[src/verilog/scan2x_config.svh]
// build constants for the scan doubler: colour depth, line address width, register offsets
`ifndef SCAN2X_CONFIG_SVH
`define SCAN2X_CONFIG_SVH

// bits per colour channel
`define SCAN2X_COLORW 4

// address bits within one line, up to 512 pixels
`define SCAN2X_AW 9

// AXI4-Lite byte offsets
`define SCAN2X_REG_CTRL    4'h0
`define SCAN2X_REG_LINELEN 4'h4

`endif
[src/verilog/scan2x_pkg.sv]
// scan doubler types: colour channel, RGB pixel, line address, scanline mode
`include "scan2x_config.svh"

package scan2x_pkg;

    typedef logic [`SCAN2X_COLORW-1:0] chan_t;

    // red in the top bits, blue at the bottom
    typedef logic [3*`SCAN2X_COLORW-1:0] pixel_t;

    typedef logic [`SCAN2X_AW-1:0] line_addr_t;

    typedef enum logic [1:0] {
        SL_PURE    = 2'd0,  // scanline shown as is
        SL_HALF    = 2'd1,
        SL_QUARTER = 2'd2,
        SL_BLACK   = 2'd3
    } sl_mode_e;

endpackage

[src/verilog/scan2x_pixel_stage.sv]
// pixel stage: left-neighbour blending, scanline dimming, output registers
`timescale 1ns/1ps
`include "scan2x_config.svh"

module scan2x_pixel_stage (
    input  logic                  clk,
    input  logic                  rst_n,
    input  scan2x_pkg::pixel_t    rd_data,
    input  logic                  rd_first,
    input  logic                  rd_step,
    input  logic                  scanline_on,
    input  logic                  de_early,
    input  logic                  hs_early,
    input  scan2x_pkg::sl_mode_e  sl_mode,
    input  logic                  blend_en,
    output scan2x_pkg::pixel_t    x2_pxl,
    output logic                  x2_hs,
    output logic                  x2_de,
    output logic                  x2_cen
);
    import scan2x_pkg::*;

    localparam int W = `SCAN2X_COLORW;

    // control aligned with rd_data (a) and with the blended pixel (b)
    logic    a_step, a_first, a_sl, a_de, a_hs;
    logic    b_step, b_sl, b_de, b_hs;
    pixel_t  prev_pxl;   // left neighbour
    pixel_t  b_pxl;
    pixel_t  dim_half;
    pixel_t  dim_pxl;

    function automatic chan_t chan_avg(input chan_t a, input chan_t b);
        logic [W:0] sum;
        sum = {1'b0, a} + {1'b0, b};
        return sum[W:1];  // floor average
    endfunction

    function automatic pixel_t pxl_avg(input pixel_t a, input pixel_t b);
        pixel_t res;
        for (int c = 0; c < 3; c++) begin
            res[c*W +: W] = chan_avg(a[c*W +: W], b[c*W +: W]);
        end
        return res;
    endfunction

    always_ff @(posedge clk or negedge rst_n) begin
        if (!rst_n) begin
            {a_step, a_first, a_sl, a_de, a_hs} <= '0;
            {b_step, b_sl, b_de, b_hs} <= '0;
            x2_cen <= 1'b0;
            x2_de  <= 1'b0;
            x2_hs  <= 1'b0;
        end else begin
            {a_step, a_first, a_sl, a_de, a_hs} <= {rd_step, rd_first, scanline_on,
                                                    de_early, hs_early};
            {b_step, b_sl, b_de, b_hs} <= {a_step, a_sl, a_de, a_hs};
            x2_cen <= b_step;
            x2_de  <= b_de;
            x2_hs  <= b_hs;
        end
    end

    always_ff @(posedge clk) begin
        if (a_step) begin
            prev_pxl <= rd_data;
            if (blend_en) begin
                b_pxl <= pxl_avg(rd_data, a_first ? '0 : prev_pxl);  // black before pixel 0
            end else begin
                b_pxl <= rd_data;
            end
        end
    end

    always_comb begin
        dim_half = pxl_avg(b_pxl, '0);
        case (sl_mode)
            SL_PURE:    dim_pxl = b_pxl;
            SL_HALF:    dim_pxl = dim_half;
            SL_QUARTER: dim_pxl = pxl_avg(dim_half, '0);
            default:    dim_pxl = '0;
        endcase
    end

    always_ff @(posedge clk) begin
        if (!b_de) begin
            x2_pxl <= '0;  // black in blanking
        end else if (b_sl) begin
            x2_pxl <= dim_pxl;
        end else begin
            x2_pxl <= b_pxl;
        end
    end

endmodule

[config.mk]
export PLATFORM = sky130hd
export DESIGN_NAME = scan2x_pixel_stage
export DESIGN_NICKNAME = d
export VERILOG_FILES = /design/src/verilog/scan2x_pkg.sv /design/src/verilog/scan2x_pixel_stage.sv
export VERILOG_INCLUDE_DIRS = /design/src /design/src/verilog
export SDC_FILE = /design/constraint.sdc
export NUM_CORES = 1
export LEC_CHECK = 0
export ABC_AREA = 1
export BUFFER_PORTS_ARGS = -buffer_cell sky130_fd_sc_hd__buf_2
export CORE_MARGIN = 8
export CORE_UTILIZATION = 50
export CTS_CLUSTER_SIZE = 14
export DETAILED_ROUTE_END_ITERATION = 12
export PLACE_DENSITY = 0.71
export SLEW_MARGIN = 30
export SYNTH_ARGS = -nofsm -noshare
export SYNTH_HDL_FRONTEND = slang
export SYNTH_SLANG_ARGS = --single-unit
[constraint.sdc]
create_clock -name clk -period 3.75 [get_ports clk]
set_clock_uncertainty 0.15 [all_clocks]
set_input_delay 0.1875 -clock clk [delete_from_list [all_inputs] [get_ports clk]]
set_output_delay 0.1875 -clock clk [all_outputs]
set_load 0.005 [all_outputs]
==> impl_results.md <==
* Share of flip-flops with an asynchronous set or reset at 25.0%
* First-pass GRT wire length at 6990 um
* Remaining DRCs at 0
* Gpl congestion at 0.829
* Worst setup margin at 1.84 ns
* GR Overflow Total at 0
* Initial DRT Pass Iterations at 4
* Main synth FF type: edfxtp_1
* Post-CTS setup buffers at 0
* Cts bufs inserted at 5
* Antenna violation net count after detailed routing at 0
* Startpoint type of the worst setup path: primary input
* Cell mode on critical path: nor2_1
* Boundary Pins at 37
* CP endpoint: b_pxl[1]$_DFFE_PP_
* Routed length per instance at 11.7 um
* # rows at 24
* # Max-Cap Violations at 0
* Initial core utilization at 51.0%
* Fillers at 358
* Largest net degree at the start of global routing at 26
* Hold-fix buffers, CTS at 18
* Vias in the first global route at 1587
* Hold crit path type: primary input to register
* Critical path buffer and inverter count at 3
* Synthesized area at 2190 um2
* Die X-Extent at 82.2 um
* RSZ-0062 raised after global routing: false
* Area grow syn2layout at 23.1%
* Hold Violations, Final at 0
* Min Tclk post-route at 1.91 ns
* Number of port buffers at 36
* DRT iter0 DRCs at 38
* Final setup TNS at 0 ns
* Pwr per Cell Area at 407 nW/um2
* Crit Reg-Reg Endpoint: b_pxl[1]$_DFFE_PP_
* Root Buffer: clkbuf_8
* Yosys Warn Count at 0
* EDFF count, synth at 24
* CP Data Arrival Time at 1.81 ns
* Share of layout cells above drive strength 1 at 19.2%
* Net count after synthesis at 268
* Antenna cells at 0
* Count leader, synth: nand2_1
* Max-slew violations at 0
* Mapped Cells at 234
* Run status: finished, final reports clean
* WL final at 4010 um
* Clk slew on worst S/H paths at 0.09 ns
* Max transition margin at 64.9%
* Worst setup path category: primary input to register
* Worst Path Max Fanout at 3
* Vias post-DR at 1587
* Post-synth top area cell: edfxtp_1
* CTS sink count at 48
* Worst Max-Slew Pin Slew at 0.527 ns
* Crit end category: register
* Avg Cell Area, Syn at 9.36 um2
* Worst EP required at 3.65 ns
* Vias per cell at 4.63
* DP Wirelength at 2840 um
* R2R Setup Slk at 1.85 ns
* Largest delay contributor family on the critical path: buffers and inverters
* Crit Reg-Reg Startpoint: a_first$_DFF_PN0_
* Slowest CP cell: dlygate4sd3_1
* Crit path from: rd_data[0]
* Post-CTS sizing at 0
* GRT Total Usage at 13.4%
* CP cell instances: dlygate4sd3_1 -> buf_2 -> nand2_1 -> nor2_1 -> inv_1 -> fa_1 -> nor2_1 -> nor2_1 -> nand2_1 -> o21ai_0
* Top cells by count, synth: nand2_1, nor2_1, inv_1
* Die ar. at 6750 um2
* Setup violations, final at 0
* Pre-CTS setup slack at 1.83 ns
* Post-synthesis register bit count at 48
* CTS tree: yes
* WP depth at 10
* Chip height at 82.2 um
* Leak at 0.00132 uW
* Worst-Skew Late Latency at 0.30 ns
* Initial antenna violation count at 0
* Top cell type's share of synthesized area at 32.9%
* Period Utilization, post-route at 50.9%
* Seq/Total Area, Yosys at 57.6%
* Reg2Reg Depth at 7
* Core ar. at 4290 um2
* VDD IR-drop max at 0.187 mV
* Synth top area cells: edfxtp_1, dfrtp_1, dfxtp_1
* CP peak stage delay at 0.53 ns
* CTS max path bufs at 2
* CTS HTree Levels at 2
* Max Freq at 524 MHz
* Layout Nets at 324
* Synth cell types at 23
-- layout by cell type (no fill, tap or decap), drive strengths merged --
cell type,n
edfxtp,24
dfxtp,12
nand2,49
o31ai,1
dlygate4sd3,18
inv,40
a21boi,1
buf,36
nand3,9
ha,9
fa,3
dfrtp,12
nor3,1
nor2,37
o21ai,21
a21oi,12
clkbuf,6
-- routing by layer --
metal | GRT usage, % | vias to the layer above | part of all wire [%]
met2 | 23.5 | 33 | 48
met3 | 3.79 | 8 | 6.1
met1 | 14.8 | 692 | 43
li1 | - | 854 | -
met4 | 6.32 | 0 | 2.2
met5 | 0 | - | 0
-- registers in the layout, summed over array words and instances (netlist names) --
name	count
b_pxl	12
prev_pxl	12
x2_pxl	12
a_de	1
a_first	1
a_hs	1
a_sl	1
a_step	1
b_de	1
b_hs	1
b_sl	1
b_step	1
x2_cen	1
x2_de	1
x2_hs	1
-- logic make-up (layout without fill, tap and decap cells) --
kind of cell    after synthesis  after routing  share of synthesized area (%)
flops                        48             48                           57.6
buf+inv                      43            100                           7.83
simple gates                 96             96                           18.1
fa+ha+maj                    12             12                           7.89
compound gates               35             35                           8.63
-- stage by stage --
stage | cell area (um2) | hold WS (ns) | power (uW) | std cells | utilization [%]
after global routing | 2700 | 0.117 | 1160 | 343 | 62.8
final | 2700 | 0.104 | 1100 | 343 | 62.8
after CTS | 2700 | 0.0985 | 1110 | 343 | 62.8
after global placement | 2410 | -0.0800 | 740 | 317 | 56.0
after detailed placement | 2410 | -0.0744 | 744 | 317 | 56.0
after floorplan | 2190 | -0.258 | 697 | 234 | -
-- power breakdown --
part | total [uW] | switching (uW) | internal (uW) | leakage [uW]
sequential | 610 | 20.4 | 590 | 0.000474
clock | 352 | 178 | 175 | 0.0000573
combinational | 135 | 72.8 | 62.1 | 0.000787
total | 1100 | 271 | 826 | 0.00132
-- cell type report --
class                      instances  area (um2)  area share [%]
sequential                        48        1260            46.8
clock inverter                     2        15.0           0.557
timing repair buffer              54         360            13.4
tap                               52        65.1            2.41
inverter                          38         143            5.29
multi-input combinational        143         757            28.1
clock buffer                       6        93.8            3.48
-- worst register-to-register path, delay by kind of cell, from the launching register on --
kind / cells / cell delay (ns)
DFF: 1 / 0.51
AOI/OAI and AO/OA: 1 / 0.08
and+or+nand+nor: 4 / 0.36
buffers and inverters: 1 / 0.15
adders and majority gates: 1 / 0.41
-- worst min path at each step --
stage | startpoint | to | cells past startpoint
6_report | sl_mode[1] | x2_pxl[10]$_SDFF_PN0_ | 4
5_1_grt | sl_mode[1] | x2_pxl[10]$_SDFF_PN0_ | 4
4_1_cts | sl_mode[1] | x2_pxl[10]$_SDFF_PN0_ | 4
3_5_place_dp | rst_n | x2_de$_DFF_PN0_ | 1
3_3_place_gp | rst_n | x2_de$_DFF_PN0_ | 1
2_1_floorplan | rst_n | a_de$_DFF_PN0_ | 0
No activity file was read; power rests on OpenSTA's default activity.
