### config.mk
export PLATFORM = sky130hd
export DESIGN_NAME = scan2x_line_timing
export DESIGN_NICKNAME = d
export VERILOG_FILES = /design/src/verilog/scan2x_pkg.sv /design/src/verilog/scan2x_line_timing.sv
export VERILOG_INCLUDE_DIRS = /design/src /design/src/verilog
export SDC_FILE = /design/constraint.sdc
export NUM_CORES = 1
export LEC_CHECK = 0
export BUFFER_PORTS_ARGS = -buffer_cell sky130_fd_sc_hd__buf_2
export CORE_UTILIZATION = 57
export CTS_CLUSTER_SIZE = 14
export DETAILED_ROUTE_END_ITERATION = 6
export GPL_TIMING_DRIVEN = 0
export PLACE_DENSITY = 0.81
export SYNTH_ARGS = -nofsm -noshare
export SYNTH_HDL_FRONTEND = slang
export SYNTH_SLANG_ARGS = --single-unit
### constraint.sdc
create_clock -name clk -period 3.39 [get_ports clk]
set_input_delay 0 -clock clk [delete_from_list [all_inputs] [get_ports clk]]
set_output_delay 0 -clock clk [all_outputs]
set_load 0.01 [all_outputs]
### src/verilog/scan2x_config.svh
// build constants for the scan doubler: colour depth, line address width, register offsets
`ifndef SCAN2X_CONFIG_SVH
`define SCAN2X_CONFIG_SVH

// bits per colour channel
`define SCAN2X_COLORW 4

// address bits within one line, up to 512 pixels
`define SCAN2X_AW 9

// AXI4-Lite byte offsets
`define SCAN2X_REG_CTRL    4'h0
`define SCAN2X_REG_LINELEN 4'h4

`endif
### src/verilog/scan2x_pkg.sv
// scan doubler types: colour channel, RGB pixel, line address, scanline mode
`include "scan2x_config.svh"

package scan2x_pkg;

    typedef logic [`SCAN2X_COLORW-1:0] chan_t;

    // red in the top bits, blue at the bottom
    typedef logic [3*`SCAN2X_COLORW-1:0] pixel_t;

    typedef logic [`SCAN2X_AW-1:0] line_addr_t;

    typedef enum logic [1:0] {
        SL_PURE    = 2'd0,  // scanline shown as is
        SL_HALF    = 2'd1,
        SL_QUARTER = 2'd2,
        SL_BLACK   = 2'd3
    } sl_mode_e;

endpackage

### src/verilog/scan2x_line_timing.sv
// line timing with sync edges, write and read counters, ping-pong select, output sync and line length
`timescale 1ns/1ps
`include "scan2x_config.svh"

module scan2x_line_timing (
    input  logic                    clk,
    input  logic                    rst_n,
    input  logic                    pxl_cen,
    input  logic                    pxl2_cen,
    input  logic                    hs,
    output logic                    wr_en,
    output logic                    line_sel,   // half being read while the other one fills
    output scan2x_pkg::line_addr_t  wr_addr,
    output scan2x_pkg::line_addr_t  rd_addr,
    output logic                    rd_first,
    output logic                    rd_step,
    output logic                    scanline_on,
    output logic                    de_early,
    output logic                    hs_early,
    output scan2x_pkg::line_addr_t  line_len
);
    import scan2x_pkg::*;

    logic                  hs_base_q;   // sync at the base rate
    logic                  hs_dbl_q;    // sync at the double rate
    logic                  base_fall;
    logic                  dbl_rise;
    logic                  started;
    logic                  wr_half;
    logic [`SCAN2X_AW:0]   dbl_cnt;     // double-rate steps since the last sync
    line_addr_t            rd_wrap;
    line_addr_t            rd_next;
    line_addr_t            len_next;
    logic                  hs_next;

    assign base_fall = pxl_cen & hs_base_q & ~hs;
    assign dbl_rise  = pxl2_cen & hs & ~hs_dbl_q;
    assign wr_en     = pxl_cen & started & ~hs;  // only active pixels are stored

    // write side, base rate
    always_ff @(posedge clk or negedge rst_n) begin
        if (!rst_n) begin
            hs_base_q <= 1'b0;
            wr_addr   <= '0;
            wr_half   <= 1'b0;
        end else if (pxl_cen) begin
            hs_base_q <= hs;
            if (hs) begin
                wr_addr <= '0;
            end else if (started) begin
                wr_addr <= wr_addr + 1'b1;
            end
            if (base_fall) begin
                wr_half <= ~line_sel;  // half this line is going to fill
            end
        end
    end

    // restart the read on a new input line and wrap at half the input period
    always_comb begin
        len_next = dbl_rise ? wr_addr : line_len;
        if (dbl_rise || rd_addr == rd_wrap) begin
            rd_next = '0;
        end else begin
            rd_next = rd_addr + 1'b1;
        end
        hs_next = rd_next >= len_next;  // blanking after the active part
    end

    // read side, double rate
    always_ff @(posedge clk or negedge rst_n) begin
        if (!rst_n) begin
            hs_dbl_q    <= 1'b0;
            started     <= 1'b0;
            line_sel    <= 1'b0;
            dbl_cnt     <= '0;
            rd_wrap     <= '0;
            line_len    <= '0;
            rd_addr     <= '0;
            rd_step     <= 1'b0;
            rd_first    <= 1'b0;
            de_early    <= 1'b0;
            hs_early    <= 1'b0;
            scanline_on <= 1'b0;
        end else begin
            rd_step <= pxl2_cen & (started | dbl_rise);
            if (pxl2_cen) begin
                hs_dbl_q <= hs;
                if (dbl_rise) begin
                    started  <= 1'b1;
                    line_sel <= ~line_sel;
                    line_len <= wr_addr;
                    rd_wrap  <= dbl_cnt[`SCAN2X_AW:1];  // two output lines per input line
                    dbl_cnt  <= '0;
                end else begin
                    dbl_cnt <= dbl_cnt + 1'b1;
                end
                if (started || dbl_rise) begin
                    rd_addr  <= rd_next;
                    rd_first <= rd_next == '0;
                    de_early <= rd_next < len_next;
                    hs_early <= hs_next;
                    if (dbl_rise) begin
                        scanline_on <= 1'b0;  // first copy is the normal line
                    end else if (hs_next && !hs_early) begin
                        scanline_on <= ~scanline_on;
                    end
                end
            end
        end
    end

    // read side must not move onto the half being filled during a line
    assert property (@(posedge clk) disable iff (!rst_n)
        wr_en && !base_fall |-> wr_half != line_sel);

    // the active part ends before the read wraps for the second copy
    assert property (@(posedge clk) disable iff (!rst_n)
        de_early |-> rd_addr != rd_wrap);

endmodule

==> impl_metrics.toml <==
[setup_path]
r2r-end = "scanline_on"
reg2regPathDepth = 11
required_ns = 3.63
worst_setup_path_end_kind = "flip-flop"
path_class = "input port to flip-flop"
crit_arrival_ns = 3.29
reg2reg_from = "hs_dbl_q"
ff2ff_setup_slack_ns = 0.40
worstPathMaxFanout = 10
cp-start-kind = "input port"

[power_and_ir_drop]
internal_power_uw = 1240
pwr-share-comb_pct = 40.9
seqPwrFrac_pct = 40.6
switchingPower_uw = 779
pwr-share-clk_pct = 18.5
ir_drop_v = 0.000396
p_leak_uw = 0.00171
netSwitchingFraction_pct = 38.7
powerDensity_nw_per_um2 = 599

[cells_and_area]
antennaDiodeCount = 0
final_cell_mix = "nand2_1, dfrtp_1, buf_2, nor2_1, a21oi_1"
drive_gt1_share_pct = 16.2
fin_util_pct = 69.3
final_nets = 404
synthToLayoutAreaGrowth_pct = 13.6
final_common_cell = "nand2_1"

[global_route]
grt_use_met3_pct = 4.34
grt_pass1_vias = 2268
grt.total_usage_pct = 25.0
met1_usage_pct = 33.5
grt_antenna_before_repair = 0
grt-ovfl-total = 0
grt_pass1_wl_mm = 10.3
grt.busiest_layer = "met2"
met2_usage_pct = 40.9
grt_max_degree = 55

[logic_synthesis]
synth_seq_cells = 54
synth_top_area_share_pct = 45.7
synth.distinct_cells = 40
synth_ff_type = "dfrtp_1"
yosysWarningCount = 0
synth_fp_nets = 356
synth-edff-count = 0
synthArstFlopShare_pct = 100
synth_area_leaders = "dfrtp_1, nand2_1, ha_1"
synth_area_leader_cell = "dfrtp_1"
synth_cells = 339
synth_area_per_cell_um2 = 8.73
synth_seq_area_share_pct = 45.7
synth_area_um2 = 2960

[timing]
final_hold_viol_count = 0
fin_crit_sh_pct = 90.2
setup_tns_ns = 0
timing.fmax_mhz = 327
worst_pin_slew_ns = 1.16
finalSetupViolCount = 0
fin_crit_ns = 3.06
drv_slew = 0
relSlewSlack_pct = 22.8
worst_slack_ns = 0.333
rsz0062_at_grt = "false"
fin_skew_ns = 0.00629

[clock_tree]
post_cts_resized = 0
cts.reportedPaths.clkPinSlew_ns = 0.10
numCtsBuffers = 5
root_buffer = "clkbuf_8"
ctsHtreeMaxLevel = 2
cts_max_path_buffers = 2
cts.sinks = 54
cts_tree = "built"
worst_skew_pair.late_latency_ns = 0.32

[placement]
port_buffers = 37
gp_congestion = 0.891
dp_hpwl_mm = 4.57
place_ws_ns = 0.440

[die]
io-pin-count = 39
die_area_um2 = 5480
coreArea_um2 = 4850
initial_core_util_pct = 61.0
die_w_um = 74.0
core.rowCount = 25
die_h_um = 74.0

[status]
status = "complete, no violations"

[drt]
num_vias = 2499
drc = 0
dr.first_iter.drc_count = 293
firstDrtPassIters = 5
viasPerCell = 5.49
wl_per_cell_um = 13.7
drt-total-wl_mm = 6.24
drtAntennaViolNets = 0

[worst_hold_path]
hold_class = "input port to flip-flop"
hold_depth = 4
hold_start = "pxl_cen"
hold_path_end = "wr_addr[3]"

[flow_run]
drv_cap = 0
-- critical path, stage by stage --
cell and delay (ns):
dlygate4sd3_1 0.52, buf_2 0.19, nand2_1 0.09, nor2_1 0.56, buf_2 0.36, nand2_1 0.10
nand2_1 0.08, inv_1 0.04, ha_1 0.30, nand2_1 0.07, o21ai_0 0.24, a211oi_1 0.13
or4_1 0.42, a21oi_1 0.18
-- synth_stat cells (all sizes together) (2+ instances only) --
library cell	n
nand4	9
inv	18
buf	9
xnor2	8
mux2i	4
a31oi	3
xor2	17
o21ai	26
mux2	2
nor2	24
nor3	4
dfrtp	54
nand2b	3
and3	4
clkbuf	6
nand3	15
or3	3
a21oi	18
nor2b	2
o22ai	3
nand2	80
ha	12
nor4	3
a211oi	3
-- logic make-up (layout without fill, tap and decap cells) --
group / after synthesis / after routing / share of synthesized area, %
xor+xnor: 25 / 25 / 7.40
compound gates: 57 / 57 / 11.1
mux: 6 / 6 / 2.12
simple gates: 152 / 152 / 23.6
buf+inv: 33 / 82 / 4.95
fa+ha+maj: 12 / 12 / 5.08
flops: 54 / 54 / 45.7
-- routing by layer --
| layer | vias to the layer above | share of wire, % | wire length, um |
|---|---|---|---|
| met4 | 0 | 1.5 | 93 |
| met1 | 1192 | 45 | 2800 |
| met3 | 9 | 5.0 | 312 |
| met5 | - | 0 | 0 |
| li1 | 1238 | - | - |
| met2 | 60 | 49 | 3040 |
-- sequential cells by signal, summed over array words and instances (netlist names) --
name and cells:
hs_early 1, line_sel 1, rd_first 1, dbl_cnt 10
rd_step 1, line_len 9, scanline_on 1, hs_dbl_q 1
de_early 1, started 1, wr_addr 9, rd_addr 9
rd_wrap 9
-- layout make-up --
cell class	instances	area, um2
inverter	18	67.6
multi-input combinational	252	1460
sequential	54	1350
buffer	15	78.8
clock buffer	5	68.8
tap	67	83.8
fill	392	1490
timing repair buffer	41	225
clock inverter	3	25.0
-- how the worst max path moves through the flow --
stage	start	to	slack [ns]	cells after the start
global route	pxl2_cen	scanline_on	0.11	14
finish	pxl2_cen	scanline_on	0.33	14
CTS	pxl2_cen	scanline_on	0.37	14
detailed placement	hs_dbl_q	scanline_on	0.44	11
global placement	hs_dbl_q	scanline_on	0.55	11
floorplan	rd_addr[2]	scanline_on	0.74	12
-- power groups by stage --
stage,Sequential [uW],Clock [uW],Combinational [uW]
2_1_floorplan,844,0,571
3_3_place_gp,825,0,781
3_5_place_dp,830,0,806
4_1_cts,817,384,815
5_1_grt,828,404,911
6_report,818,372,824
-- through the flow --
| stage | cells | total power (uW) | instance area [um2] | hold slack (ns) |
|---|---|---|---|---|
| floorplan | 339 | 1410 | 2960 | -0.296 |
| global placement | 443 | 1610 | 3230 | 0.278 |
| detailed placement | 443 | 1640 | 3230 | 0.292 |
| CTS | 455 | 2020 | 3360 | 0.188 |
| global route | 455 | 2140 | 3360 | 0.254 |
| finish | 455 | 2010 | 3360 | 0.206 |
-- what timing repair did --
item                                   CTS  global route
setup buffers                            0             0
endpoints found under the hold margin   56             0
hold buffers                             4             0
setup endpoints to repair                0             0
Note: power is estimated with default switching activity, not from simulation.
